==> config.mk <==
export PLATFORM = sky130hd
export DESIGN_NAME = uart_receiver
export DESIGN_NICKNAME = d
export VERILOG_FILES = /design/src/hdl/uart_receiver.sv
export VERILOG_INCLUDE_DIRS = /design/src /design/src/hdl
export SDC_FILE = /design/constraint.sdc
export NUM_CORES = 1
export LEC_CHECK = 0
export BUFFER_PORTS_ARGS = -buffer_cell sky130_fd_sc_hd__buf_2
export CAP_MARGIN = 20
export CORE_MARGIN = 2
export CORE_UTILIZATION = 45
export DETAILED_ROUTE_END_ITERATION = 8
export GPL_TIMING_DRIVEN = 0
export PLACE_DENSITY = 0.66
export SYNTH_ARGS = -nofsm -noshare
export SYNTH_HDL_FRONTEND = slang
export SYNTH_SLANG_ARGS = --single-unit
==> constraint.sdc <==
create_clock -name HCLK -period 2.5 [get_ports HCLK]
set_input_delay 0.75 -clock HCLK [delete_from_list [all_inputs] [get_ports HCLK]]
set_output_delay 0.75 -clock HCLK [all_outputs]
set_load 0.02 [all_outputs]
==> src/hdl/ahb_loader_config.svh <==
`ifndef AHB_LOADER_CONFIG_SVH
`define AHB_LOADER_CONFIG_SVH

// ~~~~~~~~~~~~~~~~~~~~~~~~~~~~~~
// Serial link
// ~~~~~~~~~~~~~~~~~~~~~~~~~~~~~~

// HCLK cycles per UART bit. A real board would use HCLK / baud rate.
`define CLKS_PER_BIT 8

// ~~~~~~~~~~~~~~~~~~~~~~~~~~~~~~
// Address map
// ~~~~~~~~~~~~~~~~~~~~~~~~~~~~~~

// Byte address bits of the RAM, 10 bits gives 1 KB.
`define RAM_ADDR_WIDTH 10

// Any address with bit 28 set falls into the GPIO region.
`define GPIO_BASE 32'h1000_0000

// ~~~~~~~~~~~~~~~~~~~~~~~~~~~~~~
// Board I/O widths
// ~~~~~~~~~~~~~~~~~~~~~~~~~~~~~~

`define LED_RED_WIDTH 18
`define LED_GREEN_WIDTH 9
`define SWITCH_WIDTH 18
`define BUTTON_WIDTH 5

`endif

==> src/hdl/uart_receiver.sv <==
`timescale 1ns/1ns
`include "ahb_loader_config.svh"

module uart_receiver (
    input  logic       HCLK,
    input  logic       reset,
    input  logic       rx,
    output logic [7:0] char_data,
    output logic       char_ready
);

    localparam int CLKS = `CLKS_PER_BIT;
    localparam int CW   = $clog2(CLKS);

    typedef enum logic [1:0] {IDLE, START, DATA, STOP} rx_state_t;

    rx_state_t     state;
    logic          rx_meta;
    logic          rx_sync;
    logic [CW-1:0] clk_count;
    logic [2:0]    bit_index;
    logic [7:0]    shift;
    logic          bit_done;

    assign bit_done = clk_count == CW'(CLKS - 1);

    always_ff @(posedge HCLK) begin
        if (reset) begin
            rx_meta    <= 1'b1;
            rx_sync    <= 1'b1;
            state      <= IDLE;
            char_ready <= 1'b0;
        end else begin
            rx_meta    <= rx;
            rx_sync    <= rx_meta;
            char_ready <= 1'b0;
            case (state)
                IDLE: begin
                    clk_count <= '0;
                    if (!rx_sync)
                        state <= START;
                end
                // Half a bit in, the line must still be low for a real start bit.
                START: begin
                    if (clk_count == CW'(CLKS / 2 - 1)) begin
                        clk_count <= '0;
                        bit_index <= '0;
                        state     <= rx_sync ? IDLE : DATA;
                    end else begin
                        clk_count <= clk_count + 1'b1;
                    end
                end
                DATA: begin
                    if (bit_done) begin
                        clk_count <= '0;
                        shift     <= {rx_sync, shift[7:1]};
                        bit_index <= bit_index + 1'b1;
                        if (bit_index == 3'd7)
                            state <= STOP;
                    end else begin
                        clk_count <= clk_count + 1'b1;
                    end
                end
                STOP: begin
                    if (bit_done) begin
                        // A low stop bit is a framing error and the byte is dropped.
                        if (rx_sync) begin
                            char_data  <= shift;
                            char_ready <= 1'b1;
                        end
                        state <= IDLE;
                    end else begin
                        clk_count <= clk_count + 1'b1;
                    end
                end
                default: state <= IDLE;
            endcase
        end
    end

    char_ready_single: assert property (@(posedge HCLK) disable iff (reset)
        char_ready |=> !char_ready);

endmodule

After elaboration in Yosys (flattened, before gate mapping). Cells that the tools add are included.

Reductions and logical operators: 8. Bitwise logic cells: 3. Muxes and demuxes: 15. Eq/ne operators: 12. Add/sub/neg operators: 2.

Operator list (count): $mux W3 (5); $mux W2 (6); $ne A2 B2 Y1 const B (6); $pmux W3 S4 (1); $pmux W2 S4 (1); $reduce_and A4 Y1 (2); $add A3 B1 Y3 const B (2); $eq A3 B3 Y1 const B (2); $pmux W3 S2 (1); $reduce_and A5 Y1 (1); $eq A2 B2 Y1 const B (2); $eq A3 B2 Y1 const B (1); $not A1 Y1 (3); $reduce_and A3 Y1 (1); $reduce_or A3 Y1 (1); $eq A2 B1 Y1 const B (1); $logic_not A2 Y1 (1); $reduce_and A2 Y1 (1); $reduce_bool A2 Y1 (1); $mux W1 (1).

Register bits after elaboration: 27. Input bits: 3. Output and inout bits: 9. Word-level logic and storage cells: 48.

Logic depth before layout (Yosys ltp). Gate-level depths: netlist of the first run.

Depth after elaboration: 4. Mapped depth: 5. Depth with buffers taken out: 5.

Worst setup path before layout of the first run. No wires, ideal clock.

Path kind: in2reg. Start: input port reset. End: register char_data[0], enable pin. Setup slack: 765 ps. Buffers on the path: 1. Library setup time: 370 ps. Data arrival time: 1365 ps. Stages: 2. Data required time: 2130 ps. Cells stage by stage: clkbuf_1 > nor3b_2.

Longest elaborated chain between the ends: 2.

Ends and longest elaborated chain: from (decl) (RTL line uart_receiver.sv:6) `input logic reset,`; $not A1 Y1 (no source line); $reduce_and A4 Y1 (no source line); to (signal assigned) (RTL line uart_receiver.sv:68) `char_data <= shift;`; to (decl) (RTL line uart_receiver.sv:8) `output logic [7:0] char_data,`.

Every way passes these cells. A chain may end at the register's enable or synchronous reset.

Worst setup path in the final report of the first run.
Start: register clk_count[0]. End: register char_data[5], enable pin.

Longest elaborated chain between the ends: 2.

Ends and longest elaborated chain: from (decl) (RTL line uart_receiver.sv:20) `logic [CW-1:0] clk_count;`; from (signal assigned) (RTL line uart_receiver.sv:50) `clk_count <= clk_count + 1'b1;`; from (signal assigned) (RTL line uart_receiver.sv:61) `clk_count <= clk_count + 1'b1;`; from (signal assigned) (RTL line uart_receiver.sv:73) `clk_count <= clk_count + 1'b1;`; $eq A3 B3 Y1 (RTL line uart_receiver.sv:25) `assign bit_done = clk_count == CW'(CLKS - 1);`; $reduce_and A4 Y1 (no source line).

Every way passes these cells.

==> flow_summary.yaml, run 1 <==
power:
  p_per_area_nw_per_um2: 579
  ir_drop_uv: 274
  leakagePower_uw: 0.000447
synth:
  syn_inst: 70
  synth-simple-area-share_pct: 12.3
  yosysUniqueCellTypes: 21
  synth_ff_type: "edfxtp_1"
  synth_top_family_by_area: "simple AND/OR/NAND/NOR gates"
  synth_nets: 81
  synth-xor-area-share_pct: 0
  async_reset_ff_share_pct: 0
  synth_edf_count: 22
  synth_compound_area_share_pct: 3.70
  synth-seq-cells: 27
  synthMuxAreaShare_pct: 2.08
  ys.warnings.count: 0
  yosys.area_share.adder_pct: 9.26
  postSynthAreaPerCell_um2: 15.4
  yosysSeqAreaShare_pct: 70.4
  syn-cell-area_um2: 1080
clock_tree:
  cts-htree-levels: 1
  clock-sinks: 27
  cts.path.max_buffers: 2
  postCtsSetupBuffers: 0
  clk_latency_ns: 0.32
  cts_resized: 0
  cts_tree: "built"
  numCtsBuffers: 3
  path_clk_slew_ns: 0.14
  cts_root_buffer: "clkbuf_4"
  ctsHoldBuffers: 0
timing:
  setup_viol: 0
  min_period_ns: 1.86
  clock_skew_ns: 0.00847
  hold_slack_ns: 0.429
  slew_viol_final: 0
  worst_slew_pin_slew_ns: 0.612
  post-route-period-util_pct: 74.5
  slew_headroom_pct: 59.0
  hold_viol_final: 0
  tns_ns: 0
  rsz0062_at_grt: "no"
  clock.fmax_ghz: 0.537
status:
  run_status: "finished clean"
routing:
  vias_per_cell: 4.94
  vias: 553
  ant_nets: 0
  post_drt_wl_per_cell_um: 12.1
  drtIter0Drc: 5
  firstDrtPassIters: 2
  drc: 0
  drt-total-wl_um: 1360
setup_path:
  slowest_delay_ns: 0.56
  ff2ff_setup_slack_ns: 0.64
  cpMostUsedCell: "ha_1"
  cp_cell_sequence: "ha_1 > ha_1 > nor3b_2"
  r2r_cells: 3
  crit_start: "clk_count[0]"
  crit_fanout: 8
  slowest_stage: "nor3b_2"
  reg2reg_from: "clk_count[0]"
  crit_family: "adder cells"
  cp.depth: 3
  arrival_ns: 1.83
  start_kind: "flop"
  crit_required_ns: 2.47
  critical_path_class: "flop to flop"
  crit_path_end: "char_data[5]"
  path_buf_inv: 0
  cp-end-kind: "flop"
  r2r_end: "char_data[5]"
place:
  hpwl_um: 957
  port_buffers: 10
  dpl_cell_area_um2: 1170
  gp_congestion: 0.696
layout:
  final_cell_mix: "22 x edfxtp_1, 12 x buf_2, 8 x ha_1"
  nets: 96
  antennaDiodeCount: 0
  mostFrequentLayoutCell: "edfxtp_1"
  drive_gt1_share_pct: 22.6
  area_growth_pct: 10.4
  postLayoutCellArea_um2: 1190
die:
  io_pins: 12
  die_w_um: 53.0
  core-area_um2: 2230
  die_h_um: 53.0
  initial_core_util_pct: 48.4
  die-area_um2: 2810
  rows: 17
min_path:
  hold_path.class: "flop to flop"
job:
  max-cap-violations: 0
global_route:
  grt_pass1_vias: 536
  grt_max_degree: 16
  gr-total-overflow: 0
  grt_pass1_wl_um: 2370
  antenna_found_initial: 0
  grt_use_total_pct: 12.2
[layout make-up]
| type | instances | area (µm²) |
|---|---|---|
| fillers | 197 | 1040 |
| clock buffers | 3 | 22.5 |
| clock inverters | 1 | 5.00 |
| repair buffers | 10 | 50.0 |
| multi-input cells | 37 | 295 |
| inverters | 3 | 11.3 |
| flip-flops and latches | 27 | 761 |
| well taps | 28 | 35.0 |
| plain buffers | 3 | 13.8 |
[state kept, by name (all words and copies together), names as in the netlist, named ones only]
name / cells
shift: 8
char_ready: 1
rx_sync: 1
rx_meta: 1
char_data: 8
clk_count: 3
bit_index: 3
state: 1
[synthesized netlist by cell type (2+ instances only)]
library cell | instances | share of area [%]
nand2_1 | 3 | 1.0
dfxtp_1 | 5 | 9.3
nor3b_2 | 2 | 2.3
nand2b_1 | 2 | 1.2
ha_1 | 8 | 9.3
nand3_1 | 2 | 0.93
nor2b_1 | 4 | 2.3
edfxtp_1 | 22 | 61
a31oi_1 | 2 | 1.2
buf_2 | 2 | 0.93
inv_1 | 3 | 1.0
or2_1 | 2 | 1.2
and2_1 | 2 | 1.2
nor2_1 | 4 | 1.4
[worst min-delay path by stage]
| stage | startpoint | end | slack (ns) | depth (start not counted) |
|---|---|---|---|---|
| final | rx_meta | rx_sync | 0.43 | 1 |
| after global routing | shift[0] | char_data[0] | 0.46 | 0 |
| after CTS | rx_meta | rx_sync | 0.44 | 1 |
| after detailed placement | rx_meta | rx_sync | 0.40 | 1 |
| after global placement | rx_meta | rx_sync | 0.39 | 1 |
| after floorplan | rx_meta | rx_sync | 0.38 | 1 |
[cells by family after synthesis]
logic type,count (synthesis)
AOI/OAI and AO/OA,6
adders and majority gates,8
buffers and inverters,6
DFF,27
muxes,1
and+or+nand+nor,22
[metrics by stage]
step | worst slack [ns] | power (µW) | utilization, % | instances
3_5_place_dp | 0.573 | 520 | 52.2 | 108
2_1_floorplan | 0.765 | 515 | - | 70
4_1_cts | 0.622 | 698 | 53.4 | 112
5_1_grt | 0.498 | 717 | 53.4 | 112
6_report | 0.637 | 691 | 53.4 | 112
3_3_place_gp | 0.579 | 519 | 52.2 | 108
[routing by layer]
metal | vias to the layer above | track usage [%] | part of all wire (%)
met2 | 15 | 17.3 | 40
met1 | 256 | 16.8 | 52
li1 | 278 | - | -
met3 | 4 | 3.39 | 5.3
met4 | 0 | 6.41 | 2.1
met5 | - | 0 | 0
[report_power, final]
| part | switching [µW] | internal (µW) |
|---|---|---|
| sequential | 3.18 | 485 |
| combinational | 11.9 | 10.1 |
| clock | 120 | 59.9 |
Note: power is estimated with default switching activity, not from simulation.
==> run 2, diff against run 1 <==
==> constraint.sdc (replaced) <==
create_clock -name HCLK -period 1.9 [get_ports HCLK]
set_input_delay 0.57 -clock HCLK [delete_from_list [all_inputs] [get_ports HCLK]]
set_output_delay 0.57 -clock HCLK [all_outputs]
set_load 0.02 [all_outputs]
==> run 2 against run 1 <==
  * Critical path depth stayed put
  * Register-to-register slack worse by 0.45 ns
  * Sequential power is 32% higher
  * Hold slack worse by 0.011 ns
  * Core utilization is 0.28 points higher
  * Highest routed layer unchanged
  * Die area stayed put
  * Combinational power is 35% higher
  * Final cell count stayed put
  * Power is 31% higher
  * Global-route usage stayed put
==> flow_summary.yaml, run 2 (same netlist as run 1, synthesis figures left out) <==
routing:
  wl_met3_um: 65
  vias: 549
  route.met2.wl_um: 582
  post_drt_wl_per_cell_um: 12.2
  drtIter0Drc: 10
  firstDrtPassIters: 4
  vias_per_cell: 4.90
  m1WireLength_um: 683
  highest_layer: "met4"
  drc: 0
  ant_nets: 0
  drt-total-wl_um: 1360
status:
  run_status: "finished clean"
place:
  port_buffers: 10
  gp_congestion: 0.696
  post-place-ws_ns: 0.0394
  dpl_cell_area_um2: 1170
  place_inst: 108
  hpwl_um: 957
power:
  p_clk_share_pct: 25.8
  ir_drop_uv: 352
  p_per_area_nw_per_um2: 755
  fin_total_pwr_uw: 906
  intPower_uw: 730
  comb_power_share_pct: 3.3
  netSwitchingPower_uw: 176
  swShare_pct: 19.4
  seq_power_share_pct: 70.9
  leakagePower_uw: 0.000457
timing:
  tns_ns: 0
  clock_skew_ns: 0.00696
  slew_headroom_pct: 69.8
  worst_slew_pin_slew_ns: 0.453
  setup_viol: 0
  min_period_ns: 1.72
  post-route-period-util_pct: 90.3
  rsz0062_at_grt: "no"
  hold_viol_final: 0
  clock.fmax_ghz: 0.583
  slew_viol_final: 0
  setup_slack_ns: 0.184
die:
  io_pins: 12
  core-area_um2: 2230
  rows: 17
  initial_core_util_pct: 48.4
  die_w_um: 53.0
  die_h_um: 53.0
  die-area_um2: 2810
layout:
  antennaDiodeCount: 0
  num-fill-cells: 197
  drive_gt1_share_pct: 22.6
  largestRegisters: "char_data x8, shift x8"
  final_cell_mix: "22 x edfxtp_1, 12 x buf_2, 8 x ha_1"
  postLayoutCellArea_um2: 1200
  mostFrequentLayoutCell: "edfxtp_1"
  area_growth_pct: 11.0
  nets: 96
  fin_cells: 112
min_path:
  hold_path.class: "input pin to flop"
  hold_depth: 2
global_route:
  grt_pass1_wl_um: 2370
  grt_max_degree: 16
  gr-total-overflow: 0
  grt_pass1_vias: 536
  antenna_found_initial: 0
  grt_use_total_pct: 12.2
clock_tree:
  cts-htree-levels: 1
  clock-sinks: 27
  postCtsSetupBuffers: 0
  cts_tree: "built"
  cts.path.max_buffers: 2
  clk_latency_ns: 0.32
  cts_root_buffer: "clkbuf_4"
  numCtsBuffers: 3
  path_clk_slew_ns: 0.14
setup_path:
  start_kind: "flop"
  cp-end-kind: "flop"
  arrival_ns: 1.70
  r2r_cells: 3
  crit_fanout: 8
  crit_required_ns: 1.88
  critical_path_class: "flop to flop"
job:
  max-cap-violations: 0
[run 2: cell counts in the layout (fill, tap and decap cells not counted)]
Identical to the previous run, type by type.
[run 2: power groups by stage]
| stage | logic (µW) | clock network (µW) | registers, µW |
|---|---|---|---|
| finish | 29.7 | 234 | 642 |
| global route | 34.3 | 266 | 644 |
| CTS | 29.1 | 247 | 643 |
| detailed placement | 29.0 | 0 | 656 |
| global placement | 27.9 | 0 | 656 |
| floorplan | 23.0 | 0 | 654 |
[run 2: cell type report]
cell class	count	area [µm²]	area share, %
sequential	27	761	63.4
multi-input combinational	37	302	25.1
buffer	3	13.8	1.15
timing repair buffer	10	50.0	4.17
clock buffer	3	22.5	1.88
clock inverter	1	5.00	0.417
inverter	3	11.3	0.938
tap	28	35.0	2.92
[run 2: final timing paths]
check                    start            to  slack (ns)
hold reg to reg        rx_meta       rx_sync        0.43
setup / recovery  clk_count[0]  char_data[5]        0.18
hold / removal              rx       rx_meta        0.42
setup reg to reg  clk_count[0]  char_data[5]        0.18
[run 2: stage by stage]
step | hold WS [ns] | util (%)
after floorplan | 0.383 | -
after global placement | 0.393 | 52.2
after detailed placement | 0.398 | 52.2
after CTS | 0.411 | 53.4
after global routing | 0.408 | 53.7
final | 0.418 | 53.7
[run 2: worst max-delay path, cell delays in order (launching register included)]
cell	delay, ns
edfxtp_1	0.38
ha_1	0.27
ha_1	0.30
nor3b_4	0.44
[run 2: metal layers]
layer,up-vias,track usage [%]
li1,277,-
met1,255,16.8
met2,13,17.3
met3,4,3.39
met4,0,6.41
met5,-,0
[run 2: timing repair]
item	4_1_cts	5_1_grt
setup endpoints to repair	0	8
hold buffers	0	0
gates resized for setup	0	1
