## config.mk

```make
export PLATFORM = sky130hd
export DESIGN_NAME = srec_parser
export DESIGN_NICKNAME = d
export VERILOG_FILES = /design/src/hdl/ahb_loader_config.svh /design/src/hdl/ahb_loader_pkg.sv /design/src/hdl/srec_parser.sv
export SDC_FILE = /design/constraint.sdc
export NUM_CORES = 1
export LEC_CHECK = 0
export BUFFER_PORTS_ARGS = -buffer_cell sky130_fd_sc_hd__buf_2
export CORE_MARGIN = 10
export CORE_UTILIZATION = 45
export CTS_BUF_LIST = sky130_fd_sc_hd__clkbuf_16
export CTS_CLUSTER_SIZE = 12
export DETAILED_ROUTE_END_ITERATION = 8
export PLACE_DENSITY = 0.71
export SETUP_SLACK_MARGIN = 0.3
export SYNTH_ARGS = -nofsm -noshare
export SYNTH_HDL_FRONTEND = slang
export SYNTH_SLANG_ARGS = --single-unit
```

## constraint.sdc

```tcl
create_clock -name HCLK -period 8.2 [get_ports HCLK]
set_clock_uncertainty 0.15 [all_clocks]
set_input_delay 0.82 -clock HCLK [delete_from_list [all_inputs] [get_ports HCLK]]
set_output_delay 0.82 -clock HCLK [all_outputs]
set_load 0.005 [all_outputs]
```

## src/hdl/ahb_loader_config.svh

```systemverilog
`ifndef AHB_LOADER_CONFIG_SVH
`define AHB_LOADER_CONFIG_SVH

// ~~~~~~~~~~~~~~~~~~~~~~~~~~~~~~
// Serial link
// ~~~~~~~~~~~~~~~~~~~~~~~~~~~~~~

// HCLK cycles per UART bit. A real board would use HCLK / baud rate.
`define CLKS_PER_BIT 8

// ~~~~~~~~~~~~~~~~~~~~~~~~~~~~~~
// Address map
// ~~~~~~~~~~~~~~~~~~~~~~~~~~~~~~

// Byte address bits of the RAM, 10 bits gives 1 KB.
`define RAM_ADDR_WIDTH 10

// Any address with bit 28 set falls into the GPIO region.
`define GPIO_BASE 32'h1000_0000

// ~~~~~~~~~~~~~~~~~~~~~~~~~~~~~~
// Board I/O widths
// ~~~~~~~~~~~~~~~~~~~~~~~~~~~~~~

`define LED_RED_WIDTH 18
`define LED_GREEN_WIDTH 9
`define SWITCH_WIDTH 18
`define BUTTON_WIDTH 5

`endif

```

## src/hdl/ahb_loader_pkg.sv

```systemverilog
package ahb_loader_pkg;

    // ~~~~~~~~~~~~~~~~~~~~~~~~~~~~~~
    // AHB-Lite encodings
    // ~~~~~~~~~~~~~~~~~~~~~~~~~~~~~~

    typedef enum logic [1:0] {
        IDLE   = 2'b00,
        BUSY   = 2'b01,
        NONSEQ = 2'b10,
        SEQ    = 2'b11
    } htrans_t;

    typedef enum logic [2:0] {
        BYTE = 3'b000,
        HALF = 3'b001,
        WORD = 3'b010
    } hsize_t;

    typedef enum logic [2:0] {
        SINGLE = 3'b000,
        INCR   = 3'b001
    } hburst_t;

    // Address-phase signals of one master.
    typedef struct packed {
        logic [31:0] haddr;
        htrans_t     htrans;
        hsize_t      hsize;
        hburst_t     hburst;
        logic [3:0]  hprot;
        logic        hmastlock;
        logic        hwrite;
    } ahb_req_t;

    typedef struct packed {
        logic [31:0] hrdata;
        logic        hready;
        logic        hresp;
    } ahb_resp_t;

    // ~~~~~~~~~~~~~~~~~~~~~~~~~~~~~~
    // Boot loader
    // ~~~~~~~~~~~~~~~~~~~~~~~~~~~~~~

    typedef enum logic [3:0] {
        WAIT_S,
        TYPE,
        COUNT_HI,
        COUNT_LO,
        ADDR,
        DATA,
        CHECK_HI,
        CHECK_LO,
        END_OF_LINE
    } srec_state_t;

    typedef struct packed {
        logic       in_progress;
        logic       format_error;
        logic       checksum_error;
        logic [7:0] error_location;
    } loader_status_t;

    typedef struct packed {
        logic [31:0] address;
        logic [7:0]  data;
        logic        enable;
    } mem_write_t;

endpackage

```

## src/hdl/srec_parser.sv

```systemverilog
`timescale 1ns/1ns

module srec_parser
    import ahb_loader_pkg::*;
(
    input  logic           HCLK,
    input  logic           reset,
    input  logic [7:0]     char_data,
    input  logic           char_ready,
    output mem_write_t     wr,
    output loader_status_t status
);

    srec_state_t state;

    logic        is_hex;
    logic        is_eol;
    logic [3:0]  nibble;
    logic [7:0]  byte_value;
    logic        format_fail;
    logic        checksum_fail;

    logic [3:0]  high_nibble;
    logic        low_digit;
    logic        data_record;
    logic        end_record;
    logic [2:0]  addr_len;
    logic [2:0]  addr_left;
    logic [7:0]  remaining;
    logic [7:0]  sum;
    logic [31:0] address;
    logic [7:0]  line_count;

    // ~~~~~~~~~~~~~~~~~~~~~~~~~~~~~~
    // Character decode
    // ~~~~~~~~~~~~~~~~~~~~~~~~~~~~~~

    always_comb begin
        is_hex = 1'b1;
        nibble = 4'd0;
        if (char_data >= "0" && char_data <= "9")
            nibble = 4'(char_data - "0");
        else if (char_data >= "A" && char_data <= "F")
            nibble = 4'(char_data - "A" + 8'd10);
        else if (char_data >= "a" && char_data <= "f")
            nibble = 4'(char_data - "a" + 8'd10);
        else
            is_hex = 1'b0;
    end

    assign is_eol     = char_data == 8'h0D || char_data == 8'h0A;
    assign byte_value = {high_nibble, nibble};

    // Line ends inside a record are not hex, so they count as format errors too.
    always_comb begin
        format_fail = 1'b0;
        if (char_ready) begin
            case (state)
                WAIT_S:      format_fail = 1'b0;
                TYPE:        format_fail = !(char_data inside {"0", "1", "3", "7", "9"});
                COUNT_LO:    format_fail = !is_hex || byte_value <= {5'd0, addr_len};
                END_OF_LINE: format_fail = !is_eol;
                default:     format_fail = !is_hex;
            endcase
        end
    end

    assign checksum_fail = char_ready && state == CHECK_LO && is_hex && byte_value != ~sum;

    // ~~~~~~~~~~~~~~~~~~~~~~~~~~~~~~
    // Record FSM
    // ~~~~~~~~~~~~~~~~~~~~~~~~~~~~~~

    always_ff @(posedge HCLK) begin
        wr.enable <= 1'b0;
        if (reset) begin
            state      <= WAIT_S;
            status     <= '0;
            line_count <= '0;
        end else if (format_fail || checksum_fail) begin
            state                 <= WAIT_S;
            status.in_progress    <= 1'b0;
            status.format_error   <= format_fail;
            status.checksum_error <= checksum_fail;
            status.error_location <= line_count;
        end else if (char_ready) begin
            case (state)
                WAIT_S: begin
                    if (char_data == "S") begin
                        state <= TYPE;
                        if (!status.in_progress) begin
                            status     <= '{in_progress: 1'b1, default: '0};
                            line_count <= 8'd1;
                        end else begin
                            line_count <= line_count + 8'd1;
                        end
                    end
                end
                TYPE: begin
                    data_record <= char_data inside {"1", "3"};
                    end_record  <= char_data inside {"7", "9"};
                    addr_len    <= (char_data inside {"3", "7"}) ? 3'd4 : 3'd2;
                    state       <= COUNT_HI;
                end
                COUNT_HI: begin
                    high_nibble <= nibble;
                    state       <= COUNT_LO;
                end
                COUNT_LO: begin
                    sum       <= byte_value;
                    remaining <= byte_value;
                    addr_left <= addr_len;
                    address   <= '0;
                    low_digit <= 1'b0;
                    state     <= ADDR;
                end
                ADDR: begin
                    if (!low_digit) begin
                        high_nibble <= nibble;
                        low_digit   <= 1'b1;
                    end else begin
                        low_digit <= 1'b0;
                        address   <= {address[23:0], byte_value};
                        sum       <= sum + byte_value;
                        remaining <= remaining - 8'd1;
                        addr_left <= addr_left - 3'd1;
                        // With only the checksum left the record has no data.
                        if (addr_left == 3'd1)
                            state <= (remaining == 8'd2) ? CHECK_HI : DATA;
                    end
                end
                DATA: begin
                    if (!low_digit) begin
                        high_nibble <= nibble;
                        low_digit   <= 1'b1;
                    end else begin
                        low_digit <= 1'b0;
                        if (data_record) begin
                            wr.address <= address;
                            wr.data    <= byte_value;
                            wr.enable  <= 1'b1;
                        end
                        address   <= address + 32'd1;
                        sum       <= sum + byte_value;
                        remaining <= remaining - 8'd1;
                        if (remaining == 8'd2)
                            state <= CHECK_HI;
                    end
                end
                CHECK_HI: begin
                    high_nibble <= nibble;
                    state       <= CHECK_LO;
                end
                CHECK_LO: state <= END_OF_LINE;
                END_OF_LINE: begin
                    if (end_record)
                        status.in_progress <= 1'b0;
                    state <= WAIT_S;
                end
                default: state <= WAIT_S;
            endcase
        end
    end

    write_inside_load: assert property (@(posedge HCLK) disable iff (reset)
        wr.enable |-> status.in_progress);

endmodule

```

; Word level (Yosys, flattened, before mapping)
; Cells that the tools add are included.
[word_totals]
reg_bits = 125
in_bits = 11
output_inout_bits = 52
word_cells = 147
[op_classes]
addsub = 10
magnitude_cmp = 7
eq_ne = 28
muxes = 38
bitwise_logic = 6
n_reduce_logical = 40
[op_table]
columns = op, n
row1 = $pmux W32 S3, 1
row2 = $mux W32, 2
row3 = $eq A8 B6 Y1 const B, 5
row4 = $mux W10, 4
row5 = $mux W4, 9
row6 = $add A32 B1 Y32 const B, 1
row7 = $pmux W4 S8, 1
row8 = $pmux W8 S2, 2
row9 = $mux W8, 3
row10 = $reduce_and A4 Y1, 5
row11 = $reduce_bool A2 Y1, 10
row12 = $reduce_and A6 Y1, 3
row13 = $eq A4 B3 Y1 const B, 4
row14 = $eq A8 B4 Y1 const B, 2
row15 = $ge A8 B7 Y1 const B, 2
row16 = $le A8 B7 Y1 const B, 2
row17 = $reduce_and A5 Y1, 3
row18 = $ne A2 B2 Y1 const B, 7
row19 = $sub A4 B1 Y4 const B, 3
row20 = $mux W11, 1
row21 = $add A4 B4 Y4 const B, 2
row22 = $add A8 B1 Y8 const B, 1
row23 = $add A8 B8 Y8, 1
row24 = $eq A4 B2 Y1 const B, 2
row25 = other kinds (29), 53

; Depth between registers and ports, before layout
; Gate-level depths: netlist of the first run.
[depth]
word_depth = 12
mapped_depth = 14
ltp_nobuf = 13

; Worst setup path after synthesis of the first run
; OpenSTA, ideal clock, no wires.
[synth_timing]
path_kind = input to register
start = in char_data[3]
end = reg address[0], enable pin
setup_time_ns = 0.470
t_arrival_ns = 5.954
required_ns = 7.580
slack_ns = 1.626
path_stages = 12
path_buffers = 1
path_cell_list = buf_6 -> or4b_4 -> a311oi_4 -> a21oi_1 -> mux2i_1 -> ha_1 -> nand4_1 -> or3_1 -> o211ai_1 -> nor2b_1 -> o211ai_2 -> a211oi_1
[synth_between]
elab_chain_cells = 12
elab_cells_between_ends = 42
classes_between = 5 x add/sub / 7 x order compare / 8 x eq/ne / 8 x mux / 1 x bitwise / 13 x reduce/logical
[synth_rtl]
columns = element, line_no
row1 = from (decl), srec_parser.sv:8  ; input logic [7:0] char_data,
row2 = $ge A8 B7 Y1 / $le A8 B7 Y1 (equally long branches), srec_parser.sv:45  ; else if (char_data >= "a" && char_data <= "f")
row3 = $logic_and A1 B1 Y1, srec_parser.sv:45
row4 = $mux W4, srec_parser.sv:45
row5 = $mux W4, srec_parser.sv:43  ; else if (char_data >= "A" && char_data <= "F")
row6 = $mux W4 (*), srec_parser.sv:41  ; if (char_data >= "0" && char_data <= "9")
row7 = net nibble[2], srec_parser.sv:18  ; logic [3:0] nibble;
row8 = $le A8 B3 Y1, srec_parser.sv:61  ; COUNT_LO: format_fail = !is_hex || byte_value <= {5'd0, addr_len};
row9 = $logic_or A1 B1 Y1, srec_parser.sv:61
row10 = $pmux W1 S4, srec_parser.sv:58  ; case (state)
row11 = $mux W1, srec_parser.sv:57  ; if (char_ready) begin
row12 = $logic_or A1 B1 Y1 (*), srec_parser.sv:80  ; end else if (format_fail || checksum_fail) begin
row13 = $not A1 Y1 (no line) (*), n/a
row14 = $reduce_and A6 Y1 (no line) (*), n/a
row15 = to (signal assigned), srec_parser.sv:123  ; address <= {address[23:0], byte_value};
row16 = to (signal assigned), srec_parser.sv:143  ; address <= address + 32'd1;
row17 = to (decl), srec_parser.sv:31  ; logic [31:0] address;
; The timed path passes the listed nets; every way through them passes the cells marked *.
; A chain may end at the register's enable or synchronous reset.

; Worst setup path in the final report of the first run
[layout_timing]
start = in char_data[7]
end = reg wr[30] (netlist name), enable pin
[layout_between]
elab_chain_cells = 12
elab_cells_between_ends = 37
classes_between = 7 x order compare / 8 x eq/ne / 8 x mux / 1 x bitwise / 13 x reduce/logical
[layout_rtl]
columns = element, line_no
row1 = $ge A8 B7 Y1 / $le A8 B7 Y1 (equally long branches), srec_parser.sv:45
row2 = $logic_and A1 B1 Y1, srec_parser.sv:45
row3 = $mux W4, srec_parser.sv:45
row4 = $mux W4, srec_parser.sv:43
row5 = $mux W4 (*), srec_parser.sv:41
row6 = net nibble[2], srec_parser.sv:18
row7 = $le A8 B3 Y1, srec_parser.sv:61
row8 = $logic_or A1 B1 Y1, srec_parser.sv:61
row9 = $pmux W1 S4, srec_parser.sv:58
row10 = $mux W1, srec_parser.sv:57
row11 = $logic_or A1 B1 Y1 (*), srec_parser.sv:80
row12 = $not A1 Y1 (no line) (*), n/a
row13 = $reduce_and A6 Y1 (no line) (*), n/a
row14 = to (decl), srec_parser.sv:10  ; output mem_write_t wr,
; Marked as above.

==> results.cfg, run 1 <==
[outcome]
status = completed

[global_route]
grt_pass1_vias = 4292
grt_start_max_net_pins = 41
grt_pass1_wl_mm = 21.9
gr-usage-all-layers = 0.148
antenna_found_initial = 0
overflow = 0

[critical_path]
r2r-start = high_nibble[2]$_DFFE_PP_
rr_worst_depth = 7
reg2reg_to = wr[30]$_DFFE_PP_
cp_max_fo = 40
cp_data_required_time_ns = 8.08
path_class = input port to register
critPathLaunch = char_data[7]
cp.arrival_ns = 5.05
startpoint_type = input port
crit_end = wr[30]$_DFFE_PP_
r2r_setup_slack_ns = 4.57
critPathCaptureType = register

[synth]
synthXorXnorAreaFrac = 0.0688
synth_seq_cells = 124
synth_enable_flop_cells = 100
synthCells = 553
synthDistinctLibCells = 57
synth_top_family_by_area = simple AND/OR/NAND/NOR gates
synthTopCellsByArea = edfxtp_1 49%, dfxtp_1 7.9%, ha_1 3.9%
yosys.area_share.simple = 0.173
synthAdderAreaFrac = 0.0422
syn_nets = 584
synth-compound-area-share = 0.114
ys_seq_area_frac = 0.570
synth-main-ff-cell = edfxtp_1
async_flop_share = 0
muxShareOfSynthArea = 0.00675
synth_top_area_frac = 0.491
syn_area_mm2 = 0.00611
synth.largest_area_cell = edfxtp_1
syn_area_per_cell_um2 = 11.1
yosys_warnings = 0

[cts]
cts_root_buf = clkbuf_16
postCtsHoldBufs = 0
worst_skew_pair.late_latency_ns = 0.42
cts_buffers = 17
cts.reportedPaths.clkPinSlew_ns = 0.05
cts_max_level = 4
cts_tree = built
clk_path_buf_depth = 2
cts_setup_buffers = 0
ctsResizeCount = 0
cts_sinks = 124

[sta]
setup_viol = 0
worst_pin_slew_ns = 1.17
finalCritPeriodShare = 0.630
max-slew-margin-rel = 0.219
rsz0062_at_grt = false
drv_slew = 0
fmax_ghz = 0.194
finalSetupTns_ns = 0
period_needed_ns = 5.17
hold_slack_ns = 0.337
setup_slack_ns = 3.03
finalHoldViolations = 0

[pwr]
p_per_area_mw_per_mm2 = 197
swShare = 0.191
switching_power_mw = 0.270
p_int_mw = 1.14
power_leakage_nw = 2.54
total_power_mw = 1.41
ir_drop_mv = 0.123
clkPwrFrac = 0.505
p_comb_frac = 0.018
pwr-share-seq = 0.477

[final_layout]
nNetsFinal = 646
regArea_mm2 = 0.00348
final_cell_mix = 100 x edfxtp_1, 62 x nand2_1, 62 x buf_2
final_cells = 804
multi_input_comb_area_mm2 = 0.00251
n_antenna_cell = 0
fin_util = 0.540
area_delta_synth_final_pct = 17.4
layout_commonest_cell = edfxtp_1
drive_above_1_share = 0.175
fillers = 1139
final_cell_area_mm2 = 0.00717

[floorplanning]
pin_count = 63
die_x_um = 137
die-height_um = 137
dieArea_mm2 = 0.0186
rows = 42
core-area_mm2 = 0.0133
initial_core_util = 0.460

[detailed_routing]
route.detailed.drc = 0
drt_iter0_markers = 631
avgRoutedWirePerCell_um = 16.8
firstDrtPassIters = 5
wl_mm = 13.5
route.vias.total = 4453
viasPerCell = 5.54
drtAntennaViolNets = 0

[placement]
dpl_worst_slack_ns = 2.59
place_area_mm2 = 0.00660
port_buffers = 62
dp.cells = 772
hpwl_mm = 9.42
gp_congestion = 0.854

[hold_path]
worstHoldPathType = register to register

[flow_run]
cap_violations = 0
-- registers in the layout (all words and copies together) (netlist names) --
register	count
high_nibble	4
addr_left	3
line_count	8
end_record	1
remaining	8
data_record	1
low_digit	1
address	32
state	4
status	11
addr_len	2
sum	8
wr	41
-- power by group through the flow --
stage | clock network (mW) | registers (mW) | logic (mW)
3_3_place_gp | 0 | 0.685 | 0.0245
3_5_place_dp | 0 | 0.685 | 0.0256
4_1_cts | 0.721 | 0.672 | 0.0258
5_1_grt | 0.751 | 0.671 | 0.0292
2_1_floorplan | 0 | 0.685 | 0.0175
6_report | 0.712 | 0.672 | 0.0260
-- worst min-delay path by stage --
stage	slack [ns]	cells past startpoint	to	from
after floorplan	0.27	0	wr[16]$_DFFE_PP_	address[7]$_DFFE_PP_
after global placement	0.32	0	wr[40]$_DFFE_PP_	address[31]$_DFFE_PP_
after detailed placement	0.33	0	wr[40]$_DFFE_PP_	address[31]$_DFFE_PP_
after CTS	0.34	0	wr[40]$_DFFE_PP_	address[31]$_DFFE_PP_
after global routing	0.35	0	wr[40]$_DFFE_PP_	address[31]$_DFFE_PP_
final	0.34	0	wr[40]$_DFFE_PP_	address[31]$_DFFE_PP_
-- cells in the mapped netlist, types with 2 or more instances --
library cell	instances
a31o_2	2
a21oi_1	25
or3b_2	2
xor2_1	25
nand3_1	18
nor2_1	46
o211ai_1	2
o21ai_1	2
nand2b_1	3
nor2b_1	16
nor3b_1	4
a211oi_1	4
or4_1	3
o22ai_1	2
or2_2	7
o21bai_1	4
inv_1	15
a32o_1	8
and2_1	2
edfxtp_1	100
nor4_1	2
nand3b_1	4
o21ai_0	46
or3_1	5
mux2i_1	3
clkbuf_1	16
and3_1	8
xnor2_1	23
buf_2	3
nand4_1	14
dfxtp_1	24
nor3_1	9
a21o_1	3
ha_1	19
nand2_1	62
-- metal layers --
layer / GRT usage / vias up / routed length (µm)
met5: 0 / - / 0
met3: 0.0392 / 25 / 909
li1: - / 2150 / -
met2: 0.238 / 157 / 6550
met4: 0.0746 / 0 / 314
met1: 0.181 / 2121 / 5740
-- critical path, cell delays in order --
cell      delay, ns
buf_2          0.12
or4b_4         0.56
a311oi_4       0.46
a21oi_1        0.13
mux2i_1        0.48
ha_1           0.29
nand4_1        0.11
or3_1          0.39
o211ai_1       0.21
nor2b_1        0.26
o211ai_2       0.27
nor2_4         0.92
-- kinds of logic (layout without fill, tap and decap cells) --
logic type      count (synthesis)  in the layout
simple gates                  211            211
fa+ha+maj                      20             20
compound gates                109            109
flops                         124            124
mux                             4              4
buf+inv                        37            112
xor+xnor                       48             48
-- layout make-up --
type / instances / share of cell area
tap: 176 / 0.0307
clock buffer: 20 / 0.0698
multi-input combinational: 392 / 0.349
timing repair buffer: 65 / 0.0464
clock inverter: 12 / 0.0105
sequential: 124 / 0.486
inverter: 15 / 0.00785
Note: power is estimated with default switching activity, not from simulation.
==> inputs of run 2 (changes only) <==
--- a/config.mk
+++ b/config.mk
@@ -11,7 +11,7 @@
 export CTS_BUF_LIST = sky130_fd_sc_hd__clkbuf_16
 export CTS_CLUSTER_SIZE = 12
 export DETAILED_ROUTE_END_ITERATION = 8
-export PLACE_DENSITY = 0.71
+export PLACE_DENSITY = 0.73
 export SETUP_SLACK_MARGIN = 0.3
 export SYNTH_ARGS = -nofsm -noshare
 export SYNTH_HDL_FRONTEND = slang
==> constraint.sdc (replaced) <==
create_clock -name HCLK -period 4.4 [get_ports HCLK]
set_clock_uncertainty 0.15 [all_clocks]
set_input_delay 0.44 -clock HCLK [delete_from_list [all_inputs] [get_ports HCLK]]
set_output_delay 0.44 -clock HCLK [all_outputs]
set_load 0.005 [all_outputs]
==> results.cfg, run 2 (synthesized netlist as in run 1, its figures left out) <==
[final_layout]
nNetsFinal = 659
top_register = wr
n_antenna_cell = 0
final_cell_mix = 100 x edfxtp_1, 62 x nand2_1, 62 x buf_2
fillers = 1130
drive_above_1_share = 0.204
layout_commonest_cell = edfxtp_1
largest_register_ffs = 41
largestRegisters = wr x41, address x32, status x11
final_cell_area_mm2 = 0.00728
area_delta_synth_final_pct = 19.0

[global_route]
grt_pass1_vias = 4518
antenna_found_initial = 0
grt_pass1_wl_mm = 22.1
gr-usage-all-layers = 0.148
grt_start_max_net_pins = 41
overflow = 0

[critical_path]
max_stage_delay_ns = 0.48
cp.arrival_ns = 3.65
path_class = input port to register
critPathCaptureType = register
cpMostUsedCell = ha_1
cp_data_required_time_ns = 4.29
cp_max_fo = 7
slowest_stage = nor3_1
startpoint_type = input port
cp_cell_sequence = buf_2 > inv_1 > ha_1 > nor3b_1 > a311oi_4 > nand2_1 > mux2i_2 > ha_1 > nand4_1 > or3_1 > o211ai_1 > nor2b_4 > o211ai_4 > buf_4 > nor3_1

[cts]
clk_path_buf_depth = 2
worst_skew_pair.late_latency_ns = 0.41
cts_root_buf = clkbuf_16
ctsResizeCount = 0
cts_tree = built
cts_max_level = 4
postCtsHoldBufs = 0
cts_setup_buffers = 0
cts_buffers = 17
cts.reportedPaths.clkPinSlew_ns = 0.05
cts_sinks = 124

[floorplanning]
die-height_um = 137
core-area_mm2 = 0.0133
rows = 42
die_x_um = 137
initial_core_util = 0.460
pin_count = 63
dieArea_mm2 = 0.0186

[pwr]
pwr-share-seq = 0.486
p_per_area_mw_per_mm2 = 354
clkPwrFrac = 0.492
switching_power_mw = 0.527
power_leakage_nw = 2.60
swShare = 0.205
p_comb_frac = 0.022
p_int_mw = 2.05
ir_drop_mv = 0.197

[detailed_routing]
viasPerCell = 5.60
m1WireLength_mm = 5.73
firstDrtPassIters = 5
dr_wl_met3_um = 873
drtAntennaViolNets = 0
avgRoutedWirePerCell_um = 16.8
route.detailed.drc = 0
drt_iter0_markers = 414
wl_mm = 13.7
highest_layer = met4
route.vias.total = 4574
wl_met2_mm = 6.72

[sta]
fmax_ghz = 0.267
hold_slack_ns = 0.244
drv_slew = 0
max-slew-margin-rel = 0.231
finalCritPeriodShare = 0.853
worst_pin_slew_ns = 1.15
setup_slack_ns = 0.648
setup_viol = 0
finalHoldViolations = 0
finalSetupTns_ns = 0
rsz0062_at_grt = false
period_needed_ns = 3.75

[placement]
port_buffers = 62
dpl_worst_slack_ns = 0.0470
gp_congestion = 0.920
hpwl_mm = 9.49
place_area_mm2 = 0.00672

[outcome]
status = completed

[hold_path]
worstHoldPathType = input port to register

[flow_run]
cap_violations = 0
## run 2: path summary, 6_finish.rpt
path	to	slack, ns	depth (start not counted)	startpoint
setup / recovery	high_nibble[0]$_DFFE_PP_	0.65	15	char_data[0]
hold / removal	state[3]$_SDFFE_PP0P_	0.24	3	char_ready
setup reg to reg	high_nibble[0]$_DFFE_PP_	1.39	8	high_nibble[0]$_DFFE_PP_
hold reg to reg	wr[40]$_DFFE_PP_	0.34	0	address[31]$_DFFE_PP_
## run 2: critical path, delay by kind of cell
family          cells  cell delay, ns
compound gates      3            0.65
fa+ha+maj           2            0.45
buf+inv             3            0.46
mux                 1            0.26
simple gates        6            1.39
## run 2: layout make-up
cell class	instances	area, µm²	area share
Clock buffer	19	475	0.0653
Clock inverter	13	70.1	0.00963
Timing Repair Buffer	77	435	0.0598
Tap cell	176	220	0.0303
Multi-Input combinational cell	393	2540	0.349
Sequential cell	124	3480	0.479
Inverter	15	56.3	0.00774
## run 2: routing by layer
layer  vias to the layer above  track usage
met4                         0       0.0763
met2                       148        0.249
li1                       2175            -
met3                        43       0.0389
met1                      2208        0.171
met5                         -            0
## run 2: power by group through the flow
stage	Clock [mW]	Combinational (mW)	Sequential, mW
3_3_place_gp	0	0.0520	1.28
3_5_place_dp	0	0.0544	1.28
4_1_cts	1.28	0.0548	1.25
5_1_grt	1.34	0.0615	1.25
2_1_floorplan	0	0.0349	1.28
6_report	1.27	0.0555	1.25
## run 2: stage by stage
| stage | total power [mW] | cells | util |
|---|---|---|---|
| after detailed placement | 1.33 | 784 | 0.505 |
| final | 2.58 | 817 | 0.547 |
| after CTS | 2.59 | 816 | 0.546 |
| after global placement | 1.33 | 784 | 0.505 |
| after global routing | 2.65 | 817 | 0.547 |
| after floorplan | 1.31 | 553 | - |
==> inputs of run 3 (changes only) <==
--- a/config.mk
+++ b/config.mk
@@ -6,12 +6,14 @@
 export NUM_CORES = 1
 export LEC_CHECK = 0
 export BUFFER_PORTS_ARGS = -buffer_cell sky130_fd_sc_hd__buf_2
+export CELL_PAD_IN_SITES_DETAIL_PLACEMENT = 0
+export CELL_PAD_IN_SITES_GLOBAL_PLACEMENT = 2
 export CORE_MARGIN = 10
-export CORE_UTILIZATION = 45
+export CORE_UTILIZATION = 35
 export CTS_BUF_LIST = sky130_fd_sc_hd__clkbuf_16
 export CTS_CLUSTER_SIZE = 12
 export DETAILED_ROUTE_END_ITERATION = 8
-export PLACE_DENSITY = 0.73
+export PLACE_DENSITY = 0.82
 export SETUP_SLACK_MARGIN = 0.3
 export SYNTH_ARGS = -nofsm -noshare
 export SYNTH_HDL_FRONTEND = slang
==> results.cfg, run 3 (synthesized netlist as in run 1, its figures left out) <==
[sta]
finalHoldViolations = 0
fmax_ghz = 0.266
rsz0062_at_grt = false
period_needed_ns = 3.76
finalCritPeriodShare = 0.856
worst_pin_slew_ns = 1.21
max-slew-margin-rel = 0.192
finalSetupTns_ns = 0
hold_slack_ns = 0.253
setup_viol = 0
drv_slew = 0

[detailed_routing]
wl_mm = 14.3
firstDrtPassIters = 4
avgRoutedWirePerCell_um = 16.3
route.vias.total = 4394
drt_iter0_markers = 361
route.detailed.drc = 0
drtAntennaViolNets = 0
viasPerCell = 5.03

[critical_path]
path_class = input port to register
startpoint_type = input port
cp_data_required_time_ns = 4.30
reg2reg_to = end_record$_DFFE_PP_
cp.arrival_ns = 3.66
r2r-start = high_nibble[1]$_DFFE_PP_
rr_worst_depth = 8
r2r_setup_slack_ns = 1.37
cp_max_fo = 7
critPathCaptureType = register

[placement]
gp_congestion = 0.834
hpwl_mm = 9.99
port_buffers = 62
dp.cells = 840

[pwr]
swShare = 0.204
p_per_area_mw_per_mm2 = 365
clkPwrFrac = 0.518
p_int_mw = 2.16
power_leakage_nw = 2.64
ir_drop_mv = 0.269
pwr-share-seq = 0.460
total_power_mw = 2.72
p_comb_frac = 0.022
switching_power_mw = 0.555

[floorplanning]
die-height_um = 152
initial_core_util = 0.355
die_x_um = 152
dieArea_mm2 = 0.0232
rows = 48
pin_count = 63
core-area_mm2 = 0.0172

[final_layout]
drive_above_1_share = 0.216
nNetsFinal = 666
top_register = wr
final_cell_mix = 100 x edfxtp_1, 62 x nand2_1, 62 x buf_2
area_delta_synth_final_pct = 22.0
layout_commonest_cell = edfxtp_1
largestRegisters = wr x41, address x32, status x11
final_cells = 873
n_antenna_cell = 0
largest_register_ffs = 41

[outcome]
status = completed

[cts]
cts_max_level = 4
cts_buffers = 17
cts_sinks = 124
worst_skew_pair.late_latency_ns = 0.42
cts_root_buf = clkbuf_16
postCtsHoldBufs = 0
cts.reportedPaths.clkPinSlew_ns = 0.06
clk_path_buf_depth = 2
cts_tree = built
cts_setup_buffers = 0

[global_route]
overflow = 0
antenna_found_initial = 0
grt_pass1_wl_mm = 23.6
grt_start_max_net_pins = 41
grt_pass1_vias = 4520
gr-usage-all-layers = 0.124

[hold_path]
hold-path-cell-count = 2
min_to = line_count[0]$_SDFFE_PP0P_
hp-start = reset
worstHoldPathType = input port to register

[flow_run]
cap_violations = 0
[run 3: cell types whose count changed in the layout (fill, tap and decap cells not counted), moves of 3 or more]
cell	previous run	this run
buf_4	14	20
bufinv_16	0	3
inv_2	3	0
inv_4	3	0
[run 3: layout make-up]
cell class	instances	area, µm²
sequential	124	3480
clock buffer	17	425
inverter	15	56.3
clock inverter	15	174
timing repair buffer	84	500
multi-input combinational	393	2540
fill	1624	9780
tap	225	282
[run 3: what timing repair did]
action	4_1_cts	5_1_grt
hold endpoints to repair	0	0
endpoints found under the setup margin	0	40
resized for setup	0	1
[run 3: layer usage]
| metal | routed length [µm] | vias up | global-route usage |
|---|---|---|---|
| met5 | 0 | - | 0 |
| met4 | 157 | 0 | 0.0504 |
| met3 | 512 | 13 | 0.0322 |
| met2 | 6990 | 77 | 0.202 |
| met1 | 6590 | 2114 | 0.153 |
| li1 | - | 2190 | - |
[run 3: per-stage QoR]
step           setup slack, ns  instance area (µm²)  utilization
2_1_floorplan          0.00130                 6170            -
6_report                 0.635                 7460        0.433
5_1_grt                  0.367                 7460        0.433
4_1_cts                  0.390                 7450        0.432
3_5_place_dp           -0.0560                 6850        0.397
3_3_place_gp             0.111                 6850        0.397
[run 3: how the worst max path moves through the flow]
stage | startpoint | to | slack [ns] | depth (start not counted)
after floorplan | char_data[3] | address[0]$_DFFE_PP_ | 0.001 | 12
after global placement | char_data[7] | wr[32]$_DFFE_PP_ | 0.11 | 12
after detailed placement | char_data[7] | wr[27]$_DFFE_PP_ | -0.06 | 12
after CTS | char_data[7] | wr[33]$_DFFE_PP_ | 0.39 | 12
after global routing | char_data[0] | high_nibble[1]$_DFFE_PP_ | 0.37 | 15
final | char_data[7] | end_record$_DFFE_PP_ | 0.64 | 13
[run 3: power by group through the flow]
stage                     registers [mW]  clock network [mW]  logic [mW]
after detailed placement            1.28                   0      0.0591
after CTS                           1.25                1.44      0.0594
final                               1.25                1.41      0.0596
after floorplan                     1.28                   0      0.0349
after global routing                1.25                1.49      0.0666
after global placement              1.28                   0      0.0573
[run 3: worst max-delay path: stages]
cell	delay (ns)
buf_2	0.12
or4b_4	0.54
a311oi_4	0.36
nand2_1	0.12
mux2i_2	0.23
ha_1	0.28
nand4_1	0.10
or3_1	0.33
o211ai_1	0.14
nor2b_4	0.22
o211ai_4	0.12
buf_4	0.20
nor3_1	0.47
